**src/source/memtest_pkg.sv**
```systemverilog
// Shared types and constants for the memory tester monitor

package memtest_pkg;

    ////////////////////////////////////////////////////////////////////////////
    // Constants
    ////////////////////////////////////////////////////////////////////////////

    localparam int PHASE_W      = 7;   // Phase position width, wraps at 128
    localparam int SECS_PER_MIN = 60;

    ////////////////////////////////////////////////////////////////////////////
    // Button and phase command
    ////////////////////////////////////////////////////////////////////////////

    // Board buttons used by the monitor
    typedef struct packed {
        logic phase_up;    // Step PLL phase forward
        logic phase_down;  // Step PLL phase back
    } btn_t;

    // Command towards the dynamic PLL phase port
    typedef struct packed {
        logic step;        // One-cycle strobe
        logic dir;         // 1 up, 0 down
    } phase_cmd_t;

    ////////////////////////////////////////////////////////////////////////////
    // Display words
    ////////////////////////////////////////////////////////////////////////////

    // Phase position in decimal, 000 to 127
    typedef struct packed {
        logic [3:0] hundreds;
        logic [3:0] tens;
        logic [3:0] units;
    } bcd3_t;

    // Minutes in decimal, 0000 to 9999
    typedef struct packed {
        logic [3:0] thousands;
        logic [3:0] hundreds;
        logic [3:0] tens;
        logic [3:0] units;
    } bcd4_t;

    // Everything the display needs in one word
    typedef struct packed {
        bcd3_t       phase_bcd;  // Current phase position
        logic [15:0] secs;       // Elapsed seconds, binary
        bcd4_t       mins;       // Elapsed minutes, BCD
    } monitor_status_t;

endpackage

```
**src/source/button_debouncer.sv**
```systemverilog
`timescale 1ns/1ps

// Quiet-window debouncer for the phase buttons
// Samples only once the window counter has its MSB set,
// so any bounce inside one window is never seen twice
module button_debouncer #(
    parameter int DEBOUNCE_BITS = 16
) (
    input  logic               clk_gui,
    input  logic               timer_reset,
    input  memtest_pkg::btn_t  btn,        // Raw, may bounce
    output memtest_pkg::btn_t  btn_deb,    // Debounced sample
    output logic               btn_new     // Strobe on debounced change
);
    import memtest_pkg::*;

    logic [DEBOUNCE_BITS-1:0] window_cnt;  // Quiet-window timer
    btn_t                     btn_cur;     // Latest sample
    btn_t                     btn_prev;    // Sample before that
    logic                     window_open;

    assign window_open = window_cnt[DEBOUNCE_BITS-1];  // MSB marks end of window

    ////////////////////////////////////////////////////////////////////////////
    // Window counter and sampling
    ////////////////////////////////////////////////////////////////////////////

    always_ff @(posedge clk_gui) begin
        if (timer_reset) begin
            window_cnt <= '0;
            btn_cur    <= '0;
            btn_prev   <= '0;
            btn_new    <= 1'b0;
        end else begin
            btn_new <= 1'b0;  // Strobe by default low
            if (window_open) begin
                // Window open, sample every cycle
                btn_cur  <= btn;
                btn_prev <= btn_cur;
                if (btn_cur != btn_prev) begin
                    window_cnt <= '0;    // Restart quiet window
                    btn_new    <= 1'b1;  // Announce the change
                end
            end else begin
                window_cnt <= window_cnt + 1'b1;  // Still waiting
            end
        end
    end

    // Sample register holds while the window is closed
    assign btn_deb = btn_cur;

endmodule

```
**src/source/phase_stepper.sv**
```systemverilog
`timescale 1ns/1ps

// Turns debounced up/down presses into single PLL phase steps
// and keeps track of where the phase currently sits
module phase_stepper (
    input  logic                             clk_gui,
    input  logic                             timer_reset,
    input  memtest_pkg::btn_t                btn_deb,
    input  logic                             btn_new,
    output memtest_pkg::phase_cmd_t          phase_cmd,
    output logic [memtest_pkg::PHASE_W-1:0]  phase
);
    import memtest_pkg::*;

    logic       step_lvl;      // Either button held
    logic       dir_lvl;       // Up button held
    logic       step_lvl_old;  // Level one cycle back
    logic       step_rise;
    phase_cmd_t cmd_q;

    ////////////////////////////////////////////////////////////////////////////
    // Latch the button levels on each debounced change
    ////////////////////////////////////////////////////////////////////////////

    always_ff @(posedge clk_gui) begin
        if (timer_reset) begin
            step_lvl <= 1'b0;
            dir_lvl  <= 1'b0;
        end else if (btn_new) begin
            step_lvl <= btn_deb.phase_up | btn_deb.phase_down;
            dir_lvl  <= btn_deb.phase_up;  // Up wins if both held
        end
    end

    // Only the press matters, release drops the level quietly
    assign step_rise = step_lvl & ~step_lvl_old;

    ////////////////////////////////////////////////////////////////////////////
    // Phase position and step strobe
    ////////////////////////////////////////////////////////////////////////////

    always_ff @(posedge clk_gui) begin
        if (timer_reset) begin
            step_lvl_old <= 1'b0;
            cmd_q        <= '0;
            phase        <= '0;
        end else begin
            step_lvl_old <= step_lvl;
            cmd_q.step   <= step_rise;  // One cycle per press
            cmd_q.dir    <= dir_lvl;
            if (step_rise) begin
                // Wraps naturally at the width
                if (dir_lvl)
                    phase <= phase + 1'b1;
                else
                    phase <= phase - 1'b1;
            end
        end
    end

    assign phase_cmd = cmd_q;  // Strobe lines up with the phase update

endmodule

```
**src/source/phase_bcd.sv**
```systemverilog
`timescale 1ns/1ps

// Binary phase position to three BCD digits
// Shift-and-add-three with one register stage at the output
module phase_bcd (
    input  logic                             clk_gui,
    input  logic                             timer_reset,
    input  logic [memtest_pkg::PHASE_W-1:0]  phase,
    output memtest_pkg::bcd3_t               phase_digits
);
    import memtest_pkg::*;

    logic [11:0] bcd_comb;  // Digits before the register

    ////////////////////////////////////////////////////////////////////////////
    // Double dabble network
    ////////////////////////////////////////////////////////////////////////////

    always_comb begin
        bcd_comb = '0;
        for (int i = PHASE_W - 1; i >= 0; i--) begin
            // Correct each digit before it doubles
            if (bcd_comb[3:0] >= 4'd5)
                bcd_comb[3:0] = bcd_comb[3:0] + 4'd3;
            if (bcd_comb[7:4] >= 4'd5)
                bcd_comb[7:4] = bcd_comb[7:4] + 4'd3;
            // Hundreds only ever gets the last shifted carry
            bcd_comb = {bcd_comb[10:0], phase[i]};  // Shift next bit in
        end
    end

    ////////////////////////////////////////////////////////////////////////////
    // Output register
    ////////////////////////////////////////////////////////////////////////////

    always_ff @(posedge clk_gui) begin
        if (timer_reset)
            phase_digits <= '0;
        else
            phase_digits <= bcd3_t'(bcd_comb);  // Hundreds in the top nibble
    end

endmodule

```
**src/source/elapsed_timer.sv**
```systemverilog
`timescale 1ns/1ps

// Elapsed time since the last timer reset
// Seconds in plain binary, minutes as four BCD digits
module elapsed_timer #(
    parameter int TICKS_PER_SEC = 50000000
) (
    input  logic               clk_gui,
    input  logic               timer_reset,
    output logic [15:0]        secs,
    output memtest_pkg::bcd4_t mins
);
    import memtest_pkg::*;

    // One minute of clk_gui overflows 32 bits at board rates
    localparam longint MIN_TICKS = longint'(TICKS_PER_SEC) * SECS_PER_MIN;
    localparam int     SEC_W     = $clog2(TICKS_PER_SEC + 1);
    localparam int     MIN_W     = $clog2(MIN_TICKS + 1);

    localparam logic [SEC_W-1:0] SEC_LAST = SEC_W'(TICKS_PER_SEC - 1);
    localparam logic [MIN_W-1:0] MIN_LAST = MIN_W'(MIN_TICKS - 1);

    logic [SEC_W-1:0] sec_tick;  // Cycles into current second
    logic [MIN_W-1:0] min_tick;  // Cycles into current minute

    ////////////////////////////////////////////////////////////////////////////
    // Seconds
    ////////////////////////////////////////////////////////////////////////////

    always_ff @(posedge clk_gui) begin
        if (timer_reset) begin
            sec_tick <= '0;
            secs     <= '0;
        end else if (sec_tick == SEC_LAST) begin
            sec_tick <= '0;
            secs     <= secs + 1'b1;  // Free-running, wraps at 65535
        end else begin
            sec_tick <= sec_tick + 1'b1;
        end
    end

    ////////////////////////////////////////////////////////////////////////////
    // Minutes with decade carry
    ////////////////////////////////////////////////////////////////////////////

    always_ff @(posedge clk_gui) begin
        if (timer_reset) begin
            min_tick <= '0;
            mins     <= '0;
        end else if (min_tick == MIN_LAST) begin
            min_tick <= '0;
            if (mins.units != 4'd9) begin
                mins.units <= mins.units + 4'd1;
            end else begin
                mins.units <= 4'd0;  // Carry into tens
                if (mins.tens != 4'd9) begin
                    mins.tens <= mins.tens + 4'd1;
                end else begin
                    mins.tens <= 4'd0;
                    if (mins.hundreds != 4'd9) begin
                        mins.hundreds <= mins.hundreds + 4'd1;
                    end else begin
                        mins.hundreds <= 4'd0;
                        // Top digit, 9999 rolls over to 0000
                        if (mins.thousands != 4'd9)
                            mins.thousands <= mins.thousands + 4'd1;
                        else
                            mins.thousands <= 4'd0;
                    end
                end
            end
        end else begin
            min_tick <= min_tick + 1'b1;
        end
    end

endmodule

```
**src/source/memtest_monitor.sv**
```systemverilog
`timescale 1ns/1ps

// Operator monitor of the SDRAM tester
// Debounce, phase step and BCD stages in a row, elapsed timer beside them
module memtest_monitor #(
    parameter int DEBOUNCE_BITS = 16,
    parameter int TICKS_PER_SEC = 50000000
) (
    input  logic                         clk_gui,
    input  logic                         timer_reset,
    input  memtest_pkg::btn_t            btn,        // Raw board buttons
    output memtest_pkg::phase_cmd_t      phase_cmd,  // To PLL phase port
    output memtest_pkg::monitor_status_t status      // To display
);
    import memtest_pkg::*;

    btn_t               btn_deb;
    logic               btn_new;
    logic [PHASE_W-1:0] phase;
    bcd3_t              phase_digits;
    logic [15:0]        secs;
    bcd4_t              mins;

    ////////////////////////////////////////////////////////////////////////////
    // Phase pipeline
    ////////////////////////////////////////////////////////////////////////////

    button_debouncer #(
        .DEBOUNCE_BITS (DEBOUNCE_BITS)
    ) u_debouncer (
        .clk_gui     (clk_gui),
        .timer_reset (timer_reset),
        .btn         (btn),
        .btn_deb     (btn_deb),
        .btn_new     (btn_new)
    );

    phase_stepper u_stepper (
        .clk_gui     (clk_gui),
        .timer_reset (timer_reset),
        .btn_deb     (btn_deb),
        .btn_new     (btn_new),
        .phase_cmd   (phase_cmd),
        .phase       (phase)
    );

    phase_bcd u_bcd (
        .clk_gui      (clk_gui),
        .timer_reset  (timer_reset),
        .phase        (phase),
        .phase_digits (phase_digits)
    );

    ////////////////////////////////////////////////////////////////////////////
    // Timer and display word
    ////////////////////////////////////////////////////////////////////////////

    elapsed_timer #(
        .TICKS_PER_SEC (TICKS_PER_SEC)
    ) u_timer (
        .clk_gui     (clk_gui),
        .timer_reset (timer_reset),
        .secs        (secs),
        .mins        (mins)
    );

    assign status = '{phase_bcd: phase_digits, secs: secs, mins: mins};

endmodule

```
**config.mk**
```make
export PLATFORM = sky130hd
export DESIGN_NAME = memtest_monitor
export DESIGN_NICKNAME = d
export VERILOG_FILES = /design/src/source/memtest_pkg.sv /design/src/source/button_debouncer.sv /design/src/source/phase_stepper.sv /design/src/source/phase_bcd.sv /design/src/source/elapsed_timer.sv /design/src/source/memtest_monitor.sv
export SDC_FILE = /design/constraint.sdc
export NUM_CORES = 1
export LEC_CHECK = 0
export BUFFER_PORTS_ARGS = -buffer_cell sky130_fd_sc_hd__buf_2
export CAP_MARGIN = 30
export CORE_AREA = 2 2 130 132
export CTS_CLUSTER_SIZE = 14
export DETAILED_ROUTE_END_ITERATION = 6
export DIE_AREA = 0 0 132 134
export PLACE_DENSITY_LB_ADDON = 0.1
export SLEW_MARGIN = 20
export SYNTH_ARGS = -nofsm -noshare
export SYNTH_HDL_FRONTEND = slang
export SYNTH_SLANG_ARGS = --single-unit
```
**constraint.sdc**
```tcl
create_clock -name clk_gui -period 4.1 [get_ports clk_gui]
set_clock_uncertainty 0.2 [all_clocks]
set_input_delay 0.82 -clock clk_gui [delete_from_list [all_inputs] [get_ports clk_gui]]
set_output_delay 0.82 -clock clk_gui [all_outputs]
set_load 0.02 [all_outputs]
```
* Word level (Yosys, flattened, before mapping)
Cells that the tools add are included.
** Word-level totals
- Input bits :: 4
- Register bits :: 135
** Cells by class
- Bitwise operators :: 8
- Mux-type cells :: 13
- Magnitude comparators :: 5
- Add/sub/neg operators :: 15
- Equal/unequal tests :: 8
- Reductions and logical operators :: 7
** Operator list (count)
- 4-bit 2-to-1 mux :: 9
- 16-bit by 1-bit adder with 16-bit output (second input constant) :: 2
- 32-bit by 1-bit adder with 32-bit output (second input constant) :: 1
- 32-bit == test (second input constant) :: 1
- 16-bit 2-to-1 mux :: 2
- 26-bit by 1-bit adder with 26-bit output (second input constant) :: 1
- 26-bit == test (second input constant) :: 1
- 4-bit by 1-bit adder with 4-bit output (second input constant) :: 4
- 4-bit inequality test (second input constant) :: 4
- 4-bit by 2-bit adder with 4-bit output (second input constant) :: 3
- 4-bit by 3-bit >= comparator with 1-bit output (second input constant) :: 3
- 3-bit by 2-bit adder with 4-bit output (second input constant) :: 2
- 2-bit OR reduction :: 4
- 7-bit by 1-bit adder with 7-bit output (second input constant) :: 1
- 7-bit 2-to-1 mux :: 1
- 7-bit by 1-bit subtractor with 7-bit output (second input constant) :: 1
- 3-bit >= comparator (second input constant) :: 2
- 1-bit NOT :: 6
- 4-bit AND reduction :: 1
- 3-bit AND reduction :: 1
- 2-bit inequality test :: 1
- 2-bit inequality test (second input constant) :: 1
- 2-bit AND reduction :: 1
- 1-bit bitwise AND :: 1
- other kinds (2) :: 2

* Depth between registers and ports, before layout
- Word-level depth :: 9
- Depth in mapped cells :: 17
- Mapped depth without buffers :: 17

* Modules after synthesis
Synthesis repeated with hierarchy kept, for this count alone.
** Unflattened totals
- Cell total of the unflattened synthesis :: 775
- Area total of the unflattened synthesis :: 6703.9 µm²
** By module, submodules not included
- elapsed_timer :: area each 4204.0 µm², times used 1, seq. area each 1801.7 µm², cells an instance 499
- button_debouncer :: area each 1064.8 µm², times used 1, seq. area each 420.4 µm², cells an instance 119
- phase_bcd :: area each 770.7 µm², times used 1, seq. area each 180.2 µm², cells an instance 86
- phase_stepper :: area each 664.4 µm², times used 1, seq. area each 240.2 µm², cells an instance 71

* Worst setup path before layout
No wires, ideal clock.
- Path type :: reg-to-reg
- From :: register u_stepper.phase[4] in the netlist's numbering
- To :: register, netlist name u_bcd.phase_digits[4]
- Period minus slack after synthesis :: 3.504 ns
- Path slack :: 0.596 ns
- Arrival time :: 3.227 ns
- Cell stages (with the launch flop) :: 16
- Path buffers :: 0
- Path through :: dfxtp_1 > ha_1 > o21bai_1 > mux2_2 > ha_1 > nand2b_1 > and2_1 > a221oi_1 > inv_1 > ha_1 > nand2b_1 > nor3_1 > mux2_2 > a311o_2 > o21a_1 > nor3_1
** On the way
- Word-level cells in the longest chain between the ends :: 8
- Elaborated cells between the ends (all ways) :: 12
** Ends and longest elaborated chain
- start: declaration :: RTL line phase_stepper.sv:11 : output logic [memtest_pkg::PHASE_W-1:0] phase
- start signal: assignment :: RTL line phase_stepper.sv:54 : phase <= phase + 1'b1;
- start signal: assignment :: RTL line phase_stepper.sv:56 : phase <= phase - 1'b1;
- 3-bit by 2-bit adder with 4-bit output / 3-bit >= comparator (equally long branches) :: RTL line phase_bcd.sv:24, phase_bcd.sv:23
- 4-bit 2-to-1 mux (*) :: RTL line phase_bcd.sv:23 : if (bcd_comb[3:0] >= 4'd5)
- 4-bit by 2-bit adder with 4-bit output / 4-bit by 3-bit >= comparator with 1-bit output (equally long branches) :: RTL line phase_bcd.sv:24, phase_bcd.sv:23
- 4-bit 2-to-1 mux (*) :: RTL line phase_bcd.sv:23
- 4-bit by 2-bit adder with 4-bit output / 4-bit by 3-bit >= comparator with 1-bit output (equally long branches) :: RTL line phase_bcd.sv:24, phase_bcd.sv:23
- 4-bit 2-to-1 mux (*) :: RTL line phase_bcd.sv:23
- 4-bit by 2-bit adder with 4-bit output / 4-bit by 3-bit >= comparator with 1-bit output (equally long branches) :: RTL line phase_bcd.sv:24, phase_bcd.sv:23
- 4-bit 2-to-1 mux (*) :: RTL line phase_bcd.sv:23
Every way passes the cells marked *; elsewhere a longest branch is shown, timed or not.
A chain may end at the register's enable or synchronous reset.

* Worst setup path in the final report
- From :: register u_stepper.phase[5] in the netlist's numbering
- To :: register, netlist name u_bcd.phase_digits[4]
** On the way
- Word-level cells in the longest chain between the ends :: 8
- Elaborated cells between the ends (all ways) :: 12
** Ends and longest elaborated chain (RTL line)
- 3-bit by 2-bit adder with 4-bit output / 3-bit >= comparator (equally long branches) :: phase_bcd.sv:24, phase_bcd.sv:23
- 4-bit 2-to-1 mux (*) :: phase_bcd.sv:23
- 4-bit by 2-bit adder with 4-bit output / 4-bit by 3-bit >= comparator with 1-bit output (equally long branches) :: phase_bcd.sv:24, phase_bcd.sv:23
- 4-bit 2-to-1 mux (*) :: phase_bcd.sv:23
- 4-bit by 3-bit >= comparator with 1-bit output / 4-bit by 2-bit adder with 4-bit output (equally long branches) :: phase_bcd.sv:23, phase_bcd.sv:24
- 4-bit 2-to-1 mux (*) :: phase_bcd.sv:23
- 4-bit by 2-bit adder with 4-bit output / 4-bit by 3-bit >= comparator with 1-bit output (equally long branches) :: phase_bcd.sv:24, phase_bcd.sv:23
- 4-bit 2-to-1 mux (*) :: phase_bcd.sv:23
Marked as above.

==> impl_metrics.py <==
metrics = {
    "floorplanning": {
        "dieArea_um2": 17690,
        "core_um2": 16290,
        "fp.dieH_um": 134,
        "rows": 47,
        "die_x_um": 132,
        "start_util_pct": 38.54,
        "num_io_pins": 50,
    },
    "setup_path": {
        "worstPathArrival_ns": 3.95,
        "cp_slowest_stage_delay_ns": 0.40,
        "crit_path_end_kind": "flop",
        "critPathLaunchType": "flop",
        "critPathMostFrequentCell": "ha_1",
        "worstSetupPathType": "flop to flop",
        "cp.required_ns": 4.24,
        "cp_slowest_cell": "a311o_2",
        "critPathMaxFanout": 9,
        "crit_path_cell_trace": "inv_1 > ha_1 > o21bai_1 > mux2_2 > ha_1 > nand2b_1 > o2111ai_1 > a221oi_2 > inv_1 > ha_1 > nand2b_1 > nor3_1 > mux2_2 > a311o_2 > o21a_1 > nor3_1",
    },
    "power": {
        "power_mw": 2.907,
        "pwr-share-comb_pct": 1.6,
        "cellInternalPower_mw": 2.320,
        "p_sw_mw": 0.5870,
        "vdd_ir_drop_max_v": 0.0002803,
        "clkPwrFrac_pct": 53.8,
        "p_per_area_nw_per_um2": 397.8,
        "swShare_pct": 20.19,
        "seqPwrFrac_pct": 44.7,
        "p_leak_nw": 2.779,
    },
    "drt": {
        "via_per_inst": 4.850,
        "vias": 4874,
        "first_iter_violations": 288,
        "drtAntennaViolNets": 0,
        "wire_per_inst_um": 12.18,
        "first_pass_iters": 4,
        "drc": 0,
        "drt-total-wl_um": 12240,
    },
    "synth": {
        "yosysWarnings": 0,
        "syn_avg_cell_area_um2": 8.611,
        "synth_edf_count": 0,
        "synth-main-ff-cell": "dfxtp_1",
        "yosysSeqAreaShare_pct": 42.10,
        "async_reset_ff_share_pct": 0,
        "synth_cells": 729,
        "ys_ff_latch": 132,
        "synth_area_um2": 6277,
        "ys_types": 65,
    },
    "cts": {
        "holdBufCountCts": 0,
        "clockRootBuffer": "clkbuf_16",
        "clk_latency_ns": 0.42,
        "clk_pin_slew_ns": 0.06,
        "cts_tree": "built",
        "cts_sinks": 132,
        "h-tree-depth": 4,
        "cts_made_buffers": 17,
        "cts_buffer_depth": 2,
    },
    "sta": {
        "fin_setup_tns_ns": 0,
        "setup_viol": 0,
        "maxSlewViolCount": 0,
        "post-route-period-util_pct": 93.04,
        "fin_crit_ns": 3.815,
        "worst_slew_pin_slew_ns": 0.8971,
        "worst_slack_ns": 0.2854,
        "hold_viol": 0,
        "fmax_mhz": 262.2,
        "max-slew-margin-rel_pct": 40.07,
    },
    "finish": {
        "diodes": 0,
        "nets": 794,
        "fillCellCount": 1599,
        "fin_area_um2": 7307,
        "layout.cells.most_common": "nor2_1",
        "drive_above_1_share_pct": 13.25,
        "final_cell_mix": "nor2_1, dfxtp_1, nand2_1",
        "synthToLayoutAreaGrowth_pct": 16.40,
    },
    "placed_design": {
        "hpwl_um": 8488,
        "gp_congestion": 0.8136,
        "dpl_worst_slack_ns": 0.1767,
        "port_buffers": 46,
        "dpl_cell_area_um2": 6685,
    },
    "status": {
        "status": "finished, final reports clean",
    },
    "worst_hold_path": {
        "min_path_type": "flop to flop",
    },
    "flow_run": {
        "max_cap_violations": 0,
    },
    "global_routing": {
        "grt_pass1_vias": 4486,
        "grt_pass1_wl_um": 20890,
        "grtUsageTotal_pct": 14.28,
        "antenna_found_initial": 0,
        "grt_max_degree": 61,
        "gr-total-overflow": 0,
    },
}
[path summary, 6_finish.rpt]
path | slack, ns | endpoint | from | cells past startpoint
setup / recovery | 0.29 | u_bcd.phase_digits[4]$_SDFF_PP0_ | u_stepper.phase[5]$_SDFFE_PP0P_ | 16
hold / removal | 0.27 | u_timer.min_tick[0]$_SDFF_PP0_ | u_timer.min_tick[0]$_SDFF_PP0_ | 1
setup reg to reg | 0.29 | u_bcd.phase_digits[4]$_SDFF_PP0_ | u_stepper.phase[5]$_SDFFE_PP0P_ | 16
hold reg to reg | 0.27 | u_timer.min_tick[0]$_SDFF_PP0_ | u_timer.min_tick[0]$_SDFF_PP0_ | 1
[power by group through the flow]
stage	registers (mW)	logic, mW	clock network [mW]
3_5_place_dp	1.33	0.0464	0
3_3_place_gp	1.33	0.0459	0
6_report	1.30	0.0452	1.56
4_1_cts	1.30	0.0465	1.61
5_1_grt	1.30	0.0530	1.66
2_1_floorplan	1.32	0.0407	0
[Yosys cell counts, types with 2 or more instances]
cell	instances	share of area, %
xnor2_1	34	4.7
o21bai_1	3	0.36
ha_1	17	3.4
xor2_1	56	7.8
nor2_1	134	8.0
dfxtp_1	132	42
buf_2	3	0.24
buf_4	4	0.48
a211oi_1	5	0.60
o31ai_1	2	0.24
a21boi_0	3	0.36
a21o_1	3	0.36
nor4_1	3	0.30
nand3_1	37	3.0
and4_1	8	1.1
o21a_1	3	0.36
and2_1	5	0.50
mux2_2	9	1.6
or2_2	2	0.20
nor4b_1	2	0.28
buf_1	4	0.24
nor3b_1	4	0.48
nand2b_1	8	0.80
or3_1	8	0.80
nor3_1	16	1.3
nand4_1	20	2.0
mux2i_1	9	1.4
nor2b_1	12	1.2
o211a_1	2	0.32
nor3_2	2	0.32
and3_1	13	1.3
clkbuf_1	12	0.72
o21ai_0	15	1.2
nand2_1	62	3.7
nor4bb_1	3	0.48
a21oi_1	27	2.2
inv_1	19	1.1
[worst max-delay path, delay by kind of cell (launching register included)]
kind,cells,cell delay (ns)
DFF,1,0.36
buffers and inverters,2,0.24
adders and majority gates,3,0.69
muxes,2,0.59
AOI/OAI and AO/OA,5,1.16
and+or+nand+nor,4,0.48
[cells by family after synthesis]
group	count (synthesis)	synth area share (%)
flops	132	42.10
compound gates	77	7.873
simple gates	348	27.47
fa+ha+maj	18	3.707
other cells	1	0.05974
mux	18	3.050
xor+xnor	90	12.56
buf+inv	45	3.189
[layout make-up]
cell class                      instances  area (um^2)  share of cell area [%]
Clock buffer                           23        488.0                   6.678
Clock inverter                          9        125.1                   1.712
Inverter                               20        75.07                   1.027
Multi-Input combinational cell        554         3448                   47.19
Sequential cell                       132         2645                   36.20
Tap cell                              220        275.3                   3.767
Timing Repair Buffer                   47        250.2                   3.425
[per-layer routing]
layer | global-route usage, % | part of all wire, % | vias up | routed length (um)
met5 | 0 | 0 | - | 0
met4 | 4.952 | 1.0 | 0 | 124
met3 | 4.346 | 4.0 | 16 | 490
met2 | 22.40 | 45 | 76 | 5551
met1 | 18.72 | 50 | 2222 | 6077
li1 | - | - | 2560 | -
[per-stage QoR]
stage               util, %  instances  hold slack, ns
floorplan                 -        731          0.2262
global placement      41.04        973          0.2416
detailed placement    41.04        973          0.2578
CTS                   44.80       1005          0.2708
global route          44.86       1005          0.3167
finish                44.86       1005          0.2660
[repair_timing]
action,CTS,global route
setup endpoints to repair,0,5
resized for setup,0,3
buffers inserted,0,0
[flip-flops by register name, summed over array words and instances (netlist names), 2 cells and up]
signal / count
u_debouncer.btn_prev: 2
u_stepper.phase_cmd: 2
u_debouncer.window_cnt: 16
u_timer.min_tick: 32
u_timer.mins: 16
u_stepper.phase: 7
u_timer.secs: 16
u_bcd.phase_digits: 9
u_timer.sec_tick: 26
u_debouncer.btn_deb: 2
(Power assumes the default switching activity.)
